**config.mk**
```make
export PLATFORM = sky130hd
export DESIGN_NAME = debug_link_top
export DESIGN_NICKNAME = d
export VERILOG_FILES = /design/src/common/dbg_pkg.sv /design/src/common/xfer_if.sv /design/src/uart/uart_rx.sv /design/src/uart/uart_tx.sv /design/src/hdl/cmd_decoder.sv /design/src/hdl/mem_bridge.sv /design/src/hdl/debug_link_top.sv
export VERILOG_INCLUDE_DIRS = /design/src /design/src/common
export SDC_FILE = /design/constraint.sdc
export NUM_CORES = 1
export LEC_CHECK = 0
export ABC_CLOCK_PERIOD_IN_PS = 6850
export BUFFER_PORTS_ARGS = -buffer_cell sky130_fd_sc_hd__buf_2
export CAP_MARGIN = 20
export CORE_ASPECT_RATIO = 0.6
export CORE_MARGIN = 2
export CORE_UTILIZATION = 30
export CTS_BUF_LIST = sky130_fd_sc_hd__clkbuf_2
export CTS_CLUSTER_SIZE = 12
export DETAILED_ROUTE_END_ITERATION = 16
export GPL_ROUTABILITY_DRIVEN = 0
export GPL_TIMING_DRIVEN = 1
export PLACE_DENSITY_LB_ADDON = 0.05
export SYNTH_ARGS = -nofsm -noshare
export SYNTH_HDL_FRONTEND = slang
export SYNTH_SLANG_ARGS = --single-unit
```
**constraint.sdc**
```tcl
create_clock -name i_clk -period 6.85 [get_ports i_clk]
set_clock_uncertainty 0.2 [all_clocks]
set_input_delay 0 -clock i_clk [delete_from_list [all_inputs] [get_ports i_clk]]
set_output_delay 0 -clock i_clk [all_outputs]
set_load 0.03 [all_outputs]
```
**src/common/dbg_params.svh**
```systemverilog
`ifndef DBG_PARAMS_SVH
`define DBG_PARAMS_SVH

// Command bytes from the host
`define DBG_CMD_RESET     8'h01
`define DBG_CMD_START     8'h02
`define DBG_CMD_HALT      8'h03
`define DBG_CMD_READ      8'h04
`define DBG_CMD_WRITE     8'h05

// Header field widths
`define DBG_ADDR_W        10
`define DBG_LEN_W         10

// Memory word widths and bytes per word
`define DBG_DWORD_W       32
`define DBG_PWORD_W       16
`define DBG_DMEM_BYTES    4
`define DBG_PMEM_BYTES    2

`define DBG_MEMSEL_BIT    2     // In the address high byte, write only

`define DBG_CLKS_PER_BIT  16    // UART bit time

`endif

```
**src/common/dbg_pkg.sv**
```systemverilog
`include "dbg_params.svh"

package dbg_pkg;

    typedef logic [7:0]              byte_t;   // One UART byte
    typedef logic [`DBG_ADDR_W-1:0]  addr_t;   // Word address
    typedef logic [`DBG_LEN_W-1:0]   len_t;    // Word count
    typedef logic [`DBG_DWORD_W-1:0] dword_t;  // Data memory word
    typedef logic [`DBG_PWORD_W-1:0] pword_t;  // Program memory word

    typedef enum logic [2:0]
    {
        ST_IDLE,
        ST_ADDR_HI,
        ST_ADDR_LO,
        ST_LEN_HI,
        ST_LEN_LO,
        ST_PULSE,
        ST_BUSY
    } dec_state_t;

    typedef enum logic [2:0]
    {
        BR_IDLE,
        BR_COLLECT,
        BR_COMMIT,
        BR_FETCH,
        BR_LOAD,
        BR_SEND,
        BR_WAIT
    } bridge_state_t;

endpackage

```
**src/common/xfer_if.sv**
```systemverilog
`timescale 1ns/1ps

interface xfer_if
    import dbg_pkg::*;
();

    logic  start;     // One-cycle launch pulse
    logic  is_read;
    logic  to_pmem;   // Write target is program memory
    addr_t base;
    len_t  count;
    logic  done;      // One-cycle end of transfer

    modport decoder
    (
        output start, is_read, to_pmem, base, count,
        input  done
    );

    modport bridge
    (
        input  start, is_read, to_pmem, base, count,
        output done
    );

endinterface

```
**src/uart/uart_rx.sv**
```systemverilog
`timescale 1ns/1ps
`include "dbg_params.svh"

module uart_rx
    import dbg_pkg::*;
(
    input  logic  i_clk,
    input  logic  i_reset_n,
    input  logic  i_rx,
    output byte_t o_rx_byte,
    output logic  o_rx_valid
);

    localparam int CNT_W = $clog2(`DBG_CLKS_PER_BIT);

    logic             rx_meta;
    logic             rx_sync;
    logic             active;     // Frame in progress
    logic [CNT_W-1:0] tick_cnt;   // Clocks to the next bit center
    logic [3:0]       bit_idx;    // 0 start, 1 to 8 data, 9 stop
    byte_t            shift_reg;

    always_ff @(posedge i_clk)
    begin
        if (!i_reset_n)
        begin
            rx_meta    <= 1'b1;
            rx_sync    <= 1'b1;
            active     <= 1'b0;
            tick_cnt   <= '0;
            bit_idx    <= '0;
            o_rx_valid <= 1'b0;
        end
        else
        begin
            rx_meta    <= i_rx;
            rx_sync    <= rx_meta;
            o_rx_valid <= 1'b0;
            if (!active)
            begin
                if (!rx_sync)
                begin
                    active   <= 1'b1;
                    tick_cnt <= CNT_W'(`DBG_CLKS_PER_BIT / 2 - 1);  // Half a bit to the center
                    bit_idx  <= '0;
                end
            end
            else if (tick_cnt != '0)
                tick_cnt <= tick_cnt - 1'b1;
            else
            begin
                tick_cnt <= CNT_W'(`DBG_CLKS_PER_BIT - 1);
                bit_idx  <= bit_idx + 1'b1;
                if (bit_idx == 4'd0)
                    active <= !rx_sync;  // Line back high means a glitch
                else if (bit_idx == 4'd9)
                begin
                    active     <= 1'b0;
                    o_rx_valid <= rx_sync;  // Framing error drops the byte
                    o_rx_byte  <= shift_reg;
                end
                else
                    shift_reg <= {rx_sync, shift_reg[7:1]};  // LSB first
            end
        end
    end

endmodule

```
**src/uart/uart_tx.sv**
```systemverilog
`timescale 1ns/1ps
`include "dbg_params.svh"

module uart_tx
    import dbg_pkg::*;
(
    input  logic  i_clk,
    input  logic  i_reset_n,
    input  byte_t i_tx_byte,
    input  logic  i_tx_start,
    output logic  o_tx,
    output logic  o_busy
);

    localparam int CNT_W = $clog2(`DBG_CLKS_PER_BIT);

    logic [9:0]       frame;      // Stop, data, start
    logic [CNT_W-1:0] tick_cnt;
    logic [3:0]       bits_left;

    assign o_tx = o_busy ? frame[0] : 1'b1;  // Idle line is high

    always_ff @(posedge i_clk)
    begin
        if (!i_reset_n)
        begin
            o_busy    <= 1'b0;
            tick_cnt  <= '0;
            bits_left <= '0;
        end
        else if (!o_busy)
        begin
            if (i_tx_start)
            begin
                frame     <= {1'b1, i_tx_byte, 1'b0};
                o_busy    <= 1'b1;
                tick_cnt  <= CNT_W'(`DBG_CLKS_PER_BIT - 1);
                bits_left <= 4'd9;
            end
        end
        else if (tick_cnt != '0)
            tick_cnt <= tick_cnt - 1'b1;
        else if (bits_left == '0)
            o_busy <= 1'b0;  // End of stop bit
        else
        begin
            frame     <= {1'b1, frame[9:1]};
            bits_left <= bits_left - 1'b1;
            tick_cnt  <= CNT_W'(`DBG_CLKS_PER_BIT - 1);
        end
    end

endmodule

```
**src/hdl/cmd_decoder.sv**
```systemverilog
`timescale 1ns/1ps
`include "dbg_params.svh"

module cmd_decoder
    import dbg_pkg::*;
(
    input  logic    i_clk,
    input  logic    i_reset_n,
    input  byte_t   i_rx_byte,
    input  logic    i_rx_valid,
    xfer_if.decoder xfer,
    output logic    o_cpu_reset_n,
    output logic    o_cpu_start,
    output logic    o_cpu_halt
);

    dec_state_t state;
    byte_t      cmd;   // Last accepted command byte

    always_ff @(posedge i_clk)
    begin
        if (!i_reset_n)
        begin
            state         <= ST_IDLE;
            xfer.start    <= 1'b0;
            o_cpu_reset_n <= 1'b1;
            o_cpu_start   <= 1'b0;
            o_cpu_halt    <= 1'b0;
        end
        else
        begin
            xfer.start    <= 1'b0;
            o_cpu_reset_n <= 1'b1;
            o_cpu_start   <= 1'b0;
            o_cpu_halt    <= 1'b0;
            case (state)
                ST_IDLE:
                    if (i_rx_valid)
                    begin
                        cmd          <= i_rx_byte;
                        xfer.is_read <= (i_rx_byte == `DBG_CMD_READ);
                        case (i_rx_byte)
                            `DBG_CMD_RESET, `DBG_CMD_START, `DBG_CMD_HALT:
                                state <= ST_PULSE;
                            `DBG_CMD_READ, `DBG_CMD_WRITE:
                                state <= ST_ADDR_HI;
                            default:
                                state <= ST_IDLE;  // Unknown code dropped
                        endcase
                    end
                ST_ADDR_HI:
                    if (i_rx_valid)
                    begin
                        xfer.base[`DBG_ADDR_W-1:8] <= i_rx_byte[`DBG_ADDR_W-9:0];
                        xfer.to_pmem <= !xfer.is_read && i_rx_byte[`DBG_MEMSEL_BIT];
                        state        <= ST_ADDR_LO;
                    end
                ST_ADDR_LO:
                    if (i_rx_valid)
                    begin
                        xfer.base[7:0] <= i_rx_byte;
                        state          <= ST_LEN_HI;
                    end
                ST_LEN_HI:
                    if (i_rx_valid)
                    begin
                        xfer.count[`DBG_LEN_W-1:8] <= i_rx_byte[`DBG_LEN_W-9:0];
                        state <= ST_LEN_LO;
                    end
                ST_LEN_LO:
                    if (i_rx_valid)
                    begin
                        xfer.count[7:0] <= i_rx_byte;
                        if ({xfer.count[`DBG_LEN_W-1:8], i_rx_byte} == '0)
                            state <= ST_IDLE;  // Nothing to move
                        else
                        begin
                            xfer.start <= 1'b1;
                            state      <= ST_BUSY;
                        end
                    end
                ST_PULSE:
                begin
                    o_cpu_reset_n <= (cmd != `DBG_CMD_RESET);
                    o_cpu_start   <= (cmd == `DBG_CMD_START);
                    o_cpu_halt    <= (cmd == `DBG_CMD_HALT);
                    state         <= ST_IDLE;
                end
                ST_BUSY:
                    if (xfer.done)
                        state <= ST_IDLE;  // Rx bytes ignored until here
                default:
                    state <= ST_IDLE;
            endcase
        end
    end

endmodule

```
**src/hdl/mem_bridge.sv**
```systemverilog
`timescale 1ns/1ps
`include "dbg_params.svh"

module mem_bridge
    import dbg_pkg::*;
(
    input  logic   i_clk,
    input  logic   i_reset_n,
    xfer_if.bridge xfer,
    input  byte_t  i_rx_byte,
    input  logic   i_rx_valid,
    output byte_t  o_tx_byte,
    output logic   o_tx_start,
    input  logic   i_tx_busy,
    output addr_t  o_mem_address,
    output dword_t o_dmem_wdata,
    output logic   o_dmem_write,
    output logic   o_dmem_read,
    input  dword_t i_dmem_rdata,
    output pword_t o_pmem_wdata,
    output logic   o_pmem_write
);

    localparam int BCNT_W = $clog2(`DBG_DMEM_BYTES);

    bridge_state_t     state;
    logic [BCNT_W-1:0] byte_cnt;
    logic [BCNT_W-1:0] last_byte;
    len_t              remain;    // Words left in this transfer
    logic              mem_sel;   // 1 targets program memory
    dword_t            word_sr;   // Packs writes, unpacks reads

    assign last_byte    = mem_sel ? BCNT_W'(`DBG_PMEM_BYTES - 1) : BCNT_W'(`DBG_DMEM_BYTES - 1);
    assign o_dmem_wdata = word_sr;
    assign o_pmem_wdata = word_sr[`DBG_PWORD_W-1:0];

    always_ff @(posedge i_clk)
    begin
        if (!i_reset_n)
        begin
            state        <= BR_IDLE;
            byte_cnt     <= '0;
            o_dmem_write <= 1'b0;
            o_pmem_write <= 1'b0;
            o_dmem_read  <= 1'b0;
            o_tx_start   <= 1'b0;
            xfer.done    <= 1'b0;
        end
        else
        begin
            o_dmem_write <= 1'b0;
            o_pmem_write <= 1'b0;
            o_dmem_read  <= 1'b0;
            o_tx_start   <= 1'b0;
            xfer.done    <= 1'b0;
            case (state)
                BR_IDLE:
                    if (xfer.start)
                    begin
                        o_mem_address <= xfer.base;
                        remain        <= xfer.count;
                        mem_sel       <= xfer.to_pmem;
                        byte_cnt      <= '0;
                        o_dmem_read   <= xfer.is_read;
                        state         <= xfer.is_read ? BR_FETCH : BR_COLLECT;
                    end
                BR_COLLECT:
                    if (i_rx_valid)
                    begin
                        word_sr <= {word_sr[`DBG_DWORD_W-9:0], i_rx_byte};  // MSB first
                        if (byte_cnt == last_byte)
                        begin
                            byte_cnt     <= '0;
                            o_dmem_write <= !mem_sel;
                            o_pmem_write <= mem_sel;
                            state        <= BR_COMMIT;
                        end
                        else
                            byte_cnt <= byte_cnt + 1'b1;
                    end
                BR_COMMIT:
                begin
                    o_mem_address <= o_mem_address + 1'b1;  // Wraps at 1024
                    remain        <= remain - 1'b1;
                    xfer.done     <= (remain == len_t'(1));
                    state         <= (remain == len_t'(1)) ? BR_IDLE : BR_COLLECT;
                end
                BR_FETCH:
                    state <= BR_LOAD;  // Memory answers on this edge
                BR_LOAD:
                begin
                    word_sr <= i_dmem_rdata;
                    state   <= BR_SEND;
                end
                BR_SEND:
                    if (!i_tx_busy)
                    begin
                        o_tx_byte  <= word_sr[`DBG_DWORD_W-1 -: 8];
                        word_sr    <= {word_sr[`DBG_DWORD_W-9:0], 8'h00};
                        o_tx_start <= 1'b1;
                        state      <= BR_WAIT;
                    end
                BR_WAIT:
                    // Busy is visible from the next cycle on
                    if (byte_cnt == last_byte)
                    begin
                        byte_cnt      <= '0;
                        o_mem_address <= o_mem_address + 1'b1;
                        remain        <= remain - 1'b1;
                        if (remain == len_t'(1))
                        begin
                            xfer.done <= 1'b1;
                            state     <= BR_IDLE;
                        end
                        else
                        begin
                            o_dmem_read <= 1'b1;
                            state       <= BR_FETCH;
                        end
                    end
                    else
                    begin
                        byte_cnt <= byte_cnt + 1'b1;
                        state    <= BR_SEND;
                    end
                default:
                    state <= BR_IDLE;
            endcase
        end
    end

endmodule

```
**src/hdl/debug_link_top.sv**
```systemverilog
`timescale 1ns/1ps

module debug_link_top
    import dbg_pkg::*;
(
    input  logic   i_clk,
    input  logic   i_reset_n,
    input  logic   i_rx,
    output logic   o_tx,
    output addr_t  o_mem_address,
    output dword_t o_dmem_wdata,
    output logic   o_dmem_write,
    output logic   o_dmem_read,
    input  dword_t i_dmem_rdata,
    output pword_t o_pmem_wdata,
    output logic   o_pmem_write,
    output logic   o_cpu_reset_n,
    output logic   o_cpu_start,
    output logic   o_cpu_halt
);

    byte_t rx_byte;
    logic  rx_valid;   // Shared by decoder and bridge
    byte_t tx_byte;
    logic  tx_start;
    logic  tx_busy;

    xfer_if xfer ();

    uart_rx u_uart_rx
    (
        .i_clk      (i_clk),
        .i_reset_n  (i_reset_n),
        .i_rx       (i_rx),
        .o_rx_byte  (rx_byte),
        .o_rx_valid (rx_valid)
    );

    cmd_decoder u_cmd_decoder
    (
        .i_clk         (i_clk),
        .i_reset_n     (i_reset_n),
        .i_rx_byte     (rx_byte),
        .i_rx_valid    (rx_valid),
        .xfer          (xfer.decoder),
        .o_cpu_reset_n (o_cpu_reset_n),
        .o_cpu_start   (o_cpu_start),
        .o_cpu_halt    (o_cpu_halt)
    );

    mem_bridge u_mem_bridge
    (
        .i_clk         (i_clk),
        .i_reset_n     (i_reset_n),
        .xfer          (xfer.bridge),
        .i_rx_byte     (rx_byte),
        .i_rx_valid    (rx_valid),
        .o_tx_byte     (tx_byte),
        .o_tx_start    (tx_start),
        .i_tx_busy     (tx_busy),
        .o_mem_address (o_mem_address),
        .o_dmem_wdata  (o_dmem_wdata),
        .o_dmem_write  (o_dmem_write),
        .o_dmem_read   (o_dmem_read),
        .i_dmem_rdata  (i_dmem_rdata),
        .o_pmem_wdata  (o_pmem_wdata),
        .o_pmem_write  (o_pmem_write)
    );

    uart_tx u_uart_tx
    (
        .i_clk      (i_clk),
        .i_reset_n  (i_reset_n),
        .i_tx_byte  (tx_byte),
        .i_tx_start (tx_start),
        .o_tx       (o_tx),
        .o_busy     (tx_busy)
    );

endmodule

```
; ---- Yosys cells after proc, flatten, opt, wreduce, memory -nomap -nowiden
; Index checks and enable logic that the tools add are counted.
[totals]
ff_bits = 155
inputBits = 35
elab_cells = 196
[classes]
addsub = 7
n_eq_ne = 39
n_mux = 69
n_bitwise = 6
n_reduce_logical = 39
[op_table]
columns = op, count
row1 = $pmux 32 s3, 1
row2 = $mux 10, 8
row3 = $mux 32, 2
row4 = $pmux 10 s3, 2
row5 = $mux 4, 14
row6 = $mux 3, 12
row7 = $eq 8x2->1 const B, 4
row8 = $reduce_and 3->1, 9
row9 = $ne 2x2->1 const B, 12
row10 = $pmux 3 s7, 1
row11 = $reduce_and 4->1, 5
row12 = $eq 3x3->1 const B, 6
row13 = $mux 1, 18
row14 = $pmux 3 s6, 1
row15 = $eq 8x3->1 const B, 2
row16 = $eq 3x2->1 const B, 4
row17 = $mux 2, 6
row18 = $sub 4x1->4 const B, 3
row19 = $add 10x1->10 const B, 1
row20 = $eq 10x1->1 const B, 1
row21 = $logic_not 10->1, 1
row22 = $reduce_and 5->1, 2
row23 = $sub 10x1->10 const B, 1
row24 = $reduce_bool 3->1, 3
row25 = other kinds (24), 41

; ---- Logic depth before layout (Yosys ltp)
[logic_depth]
depth_word = 5
ltp_mapped = 6
ltp_nobuf = 6

; ---- By module
; Synthesis repeated with hierarchy kept, for this count alone.
[hier_totals]
hier_cells = 544
area_unflattened_um2 = 6800.3
[by_module_without_submodules]
columns = module, n_inst, cells_per_inst, area_per_inst_um2, seq_area_each_um2
row1 = mem_bridge, 1, 289, 3442.1, 2031.9
row2 = cmd_decoder, 1, 91, 1360.1, 1041.0
row3 = uart_rx, 1, 89, 1099.8, 720.7
row4 = uart_tx, 1, 75, 898.4, 450.4

; ---- Least setup slack after synthesis
; OpenSTA, ideal clock, no wires.
[synth_path]
kind = flip-flop to flip-flop
start = register u_mem_bridge.state[0]
end = register u_mem_bridge.word_sr[0], in the netlist u_mem_bridge.o_dmem_wdata[0], enable pin
setup_time_ns = 0.480
arrival_ns = 3.394
required_time_ns = 6.170
path_slack_ns = 2.776
path_stages_with_launch = 4
cell_sequence = dfxtp_1 clkbuf_1 clkbuf_1 a311oi_1
[synth_via]
elab_chain_len = 3
elab_cells_between_ends = 7
[synth_rtl]
columns = element, line
row1 = "start, declared", mem_bridge.sv:26  ; bridge_state_t state;
row2 = "start signal, assigned", mem_bridge.sv:65  ; state <= xfer.is_read ? BR_FETCH : BR_COLLECT;
row3 = "start signal, assigned", mem_bridge.sv:86  ; state <= (remain == len_t'(1)) ? BR_IDLE : BR_COLLECT;
row4 = $eq 3x3->1 / $eq 3x1->1 (equally long branches), mem_bridge.sv:56  ; case (state)
row5 = $ne 2x2->1 (no source line) / $reduce_bool 3->1 (equally long branches), --
row6 = $reduce_and 4->1 (no source line) *, --
row7 = "end signal, assigned", mem_bridge.sv:70  ; word_sr <= {word_sr[`DBG_DWORD_W-9:0], i_rx_byte};
row8 = "end signal, assigned", mem_bridge.sv:92  ; word_sr <= i_dmem_rdata;
row9 = "end signal, assigned", mem_bridge.sv:99  ; word_sr <= {word_sr[`DBG_DWORD_W-9:0], 8'h00};
row10 = "end, declared", mem_bridge.sv:31  ; dword_t word_sr;
; Mark *: on every way between the ends. The rest lies on a longest branch, timed or not.
; A chain may end at the register's enable or synchronous reset.

; ---- Worst setup path after layout
[layout_path]
start = register u_uart_tx.tick_cnt[0]
end = register u_uart_tx.frame[3], enable pin
[layout_via]
elab_chain_len = 3
[layout_rtl]
columns = element, line
row1 = "start, declared", uart_tx.sv:18  ; logic [CNT_W-1:0] tick_cnt;
row2 = "start signal, assigned", uart_tx.sv:37  ; tick_cnt <= CNT_W'(`DBG_CLKS_PER_BIT - 1);
row3 = "start signal, assigned", uart_tx.sv:42  ; tick_cnt <= tick_cnt - 1'b1;
row4 = "start signal, assigned", uart_tx.sv:49  ; tick_cnt <= CNT_W'(`DBG_CLKS_PER_BIT - 1);
row5 = $reduce_bool 4->1, uart_tx.sv:41  ; else if (tick_cnt != '0)
row6 = $ne 2x2->1 (no source line), --
row7 = $reduce_and 4->1 (no source line), --
row8 = "end signal, assigned", uart_tx.sv:35  ; frame <= {1'b1, i_tx_byte, 1'b0};
row9 = "end signal, assigned", uart_tx.sv:47  ; frame <= {1'b1, frame[9:1]};
row10 = "end, declared", uart_tx.sv:17  ; logic [9:0] frame;
; Every way passes these cells.

==> summary.txt <==
status = complete, no violations
part of the power in combinational logic = 0.041
max_slew headroom = 0.332
Power Dens Cells = 191 nW/um^2
clock sink total = 154
Yosys cell types = 54
Port Buffer Count = 99
Bufs and invs on worst path = 1
Fin. Hold Viols = 0
Initial DRT Pass Iterations = 5
Leak = 3.06 nW
vias in the first global route = 4537
post-CTS sizing = 0
VDD IR max = 0.0000808 V
worst slew pin tran = 1000 ps
Post-Syn Nets = 590
area grow syn2layout = 25.3%
Post-synth EDFFs = 116
worst slack at placement = 4120 ps
Fmax = 368 MHz
Initial Util = 0.305
Final setup viols = 0
overall via count from detail_route = 4652
CP startpoint kind = flop
Int Pwr = 1.24 mW
P_sw = 369 uW
most frequent cells in the layout = edfxtp_1, buf_2, dlygate4sd3_1, nand2_1, dfxtp_1
filler instances = 2106
Top Ports = 100
sequential cell area fraction in the yosys report = 0.631
synthesized area = 6720 um^2
final worst path period need = 2720 ps
data arrival time of the worst path = 2900 ps
fin cells = 1002
Min-Delay Path Class = reg -> reg
width of the die = 197 um
sequential power share = 0.621
crit-path leading delay family = simple AND/OR/NAND/NOR gates
GRT Overall Usage = 0.139
RSZ-0062 raised after global routing = false
Rows = 42
Final Slew Violations = 0
cell count after synthesis = 546
Final Cycle Share = 0.397
Core ar. = 22000 um^2
share of layout cells above drive strength 1 = 0.257
Die Height = 120 um
total die area = 23700 um^2
Max Cap Viol = 0
TNS Setup = 0 ps
slowest CP cell = a21oi_1
post-synthesis async set-or-reset flop share = 0
#FFs+latches synth = 154
most common cell after layout, fill and taps aside = edfxtp_1
clock transition at the registers of the reported paths = 240 ps
WL per Instance = 15.7 um
placed instance count = 895
grt ovf = 0
Storage cell area = 4240 um^2
DRC violations left = 0
Post-CTS Repair Setup Buffers = 0
initial antenna violation count = 3
final setup margin = 4130 ps
worst skew pair latency = 760 ps
H-tree depth = 4
final WL = 15800 um
WP data required = 7030 ps
fin nets = 744
critical path class = reg -> reg
cells along the critical path = inv_1 -> ha_1 -> nor3b_1 -> nand3_1 -> a21oi_1
Detailed Place HPWL = 10600 um
antenna-violating nets left = 0
max incr delay on CP = 770 ps
max reg flops = 32
largest net degree at the start of global routing = 41
Critical Path Fanout Max = 9
vias per cell = 4.64
first-pass GRT wire length = 24700 um
footprint of the multi-input gates = 2220 um^2
Iteration-0 DRC Markers = 283
TritonCTS Buffers = 17
Avg Cell Area, Syn = 12.3 um^2
clk buf depth = 2
Clk Tree Root Cell = clkbuf_2
Clk network pwr share = 0.337
switch share = 0.230
CTS tree = yes
Top FF cell, synth = edfxtp_1
Setup crit end kind = flop
yosys warns = 0
cell families (layout without fill, tap and decap cells):
logic type,Yosys count,count (layout),synth area share
buffers and inverters,56,223,0.0413
other,0,3,0
flip-flops,154,154,0.631
XOR/XNOR,20,20,0.0261
adder cells (fa/ha/maj),9,9,0.0168
AND/OR/NAND/NOR,175,175,0.135
multiplexers,33,33,0.0551
AO/OA/AOI/OAI,99,99,0.0942
Yosys cell counts (6+ instances only):
library cell  number  share of area
a21oi_1           23          0.017
and3_1             8         0.0074
buf_2              6         0.0045
buf_4             16          0.018
clkbuf_1          19          0.011
dfxtp_1           38           0.11
edfxtp_1         116           0.52
ha_1               9          0.017
inv_1             14         0.0078
mux2_2            32          0.054
nand2_1           48          0.027
nand2b_1          22          0.020
nand3_1           12         0.0089
nor2_1            31          0.017
nor2b_1            7         0.0065
nor3_1            14          0.010
o21ai_0           36          0.027
xnor2_1            6         0.0078
xor2_1            14          0.018
worst paths after layout:
| kind | startpoint | endpoint | slack [ps] | depth (start not counted) |
|---|---|---|---|---|
| setup reg to reg | u_uart_tx.tick_cnt[0] | u_uart_tx.frame[3] | 4130 | 5 |
| setup / recovery | u_uart_tx.tick_cnt[0] | u_uart_tx.frame[3] | 4130 | 5 |
| hold reg to reg | u_uart_rx.rx_meta | u_uart_rx.rx_sync | 270 | 1 |
| hold / removal | u_uart_rx.rx_meta | u_uart_rx.rx_sync | 270 | 1 |
metrics by stage:
stage	power, mW	utilization	instance area (um^2)	hold slack, ps
floorplan	1.04	-	6720	-98.5
global placement	1.05	0.336	7390	-14.5
detailed placement	1.05	0.339	7450	-14.1
CTS	1.63	0.381	8390	1.53
global route	1.67	0.383	8420	293
finish	1.61	0.383	8430	274
routing by layer:
metal  GRT usage  share of wire  up-vias
met3      0.0475          0.043       10
met1       0.198           0.51     2273
met5           0              0        -
met4      0.0376         0.0098        0
met2       0.199           0.43       77
li1            -              -     2292
power by group through the flow:
stage,registers [mW],clock network (mW),logic [mW]
2_1_floorplan,1.02,0,0.0206
3_3_place_gp,1.02,0,0.0347
3_5_place_dp,1.02,0,0.0349
4_1_cts,0.999,0.561,0.0660
5_1_grt,1.00,0.598,0.0733
6_report,0.999,0.542,0.0666
repair_timing:
| item | in CTS | in global routing |
|---|---|---|
| hold endpoints to repair | 151 | 1 |
| setup endpoints to repair | 0 | 0 |
| hold buffers | 69 | 1 |
final cells by class:
cell class / count / area share
Antenna cell: 3 / 0.000891
Clock buffer: 19 / 0.0113
Clock inverter: 13 / 0.0181
Inverter: 14 / 0.00624
Multi-Input combinational cell: 336 / 0.264
Sequential cell: 154 / 0.504
Tap cell: 286 / 0.0425
Timing Repair Buffer: 177 / 0.154
(Power assumes the default switching activity.)
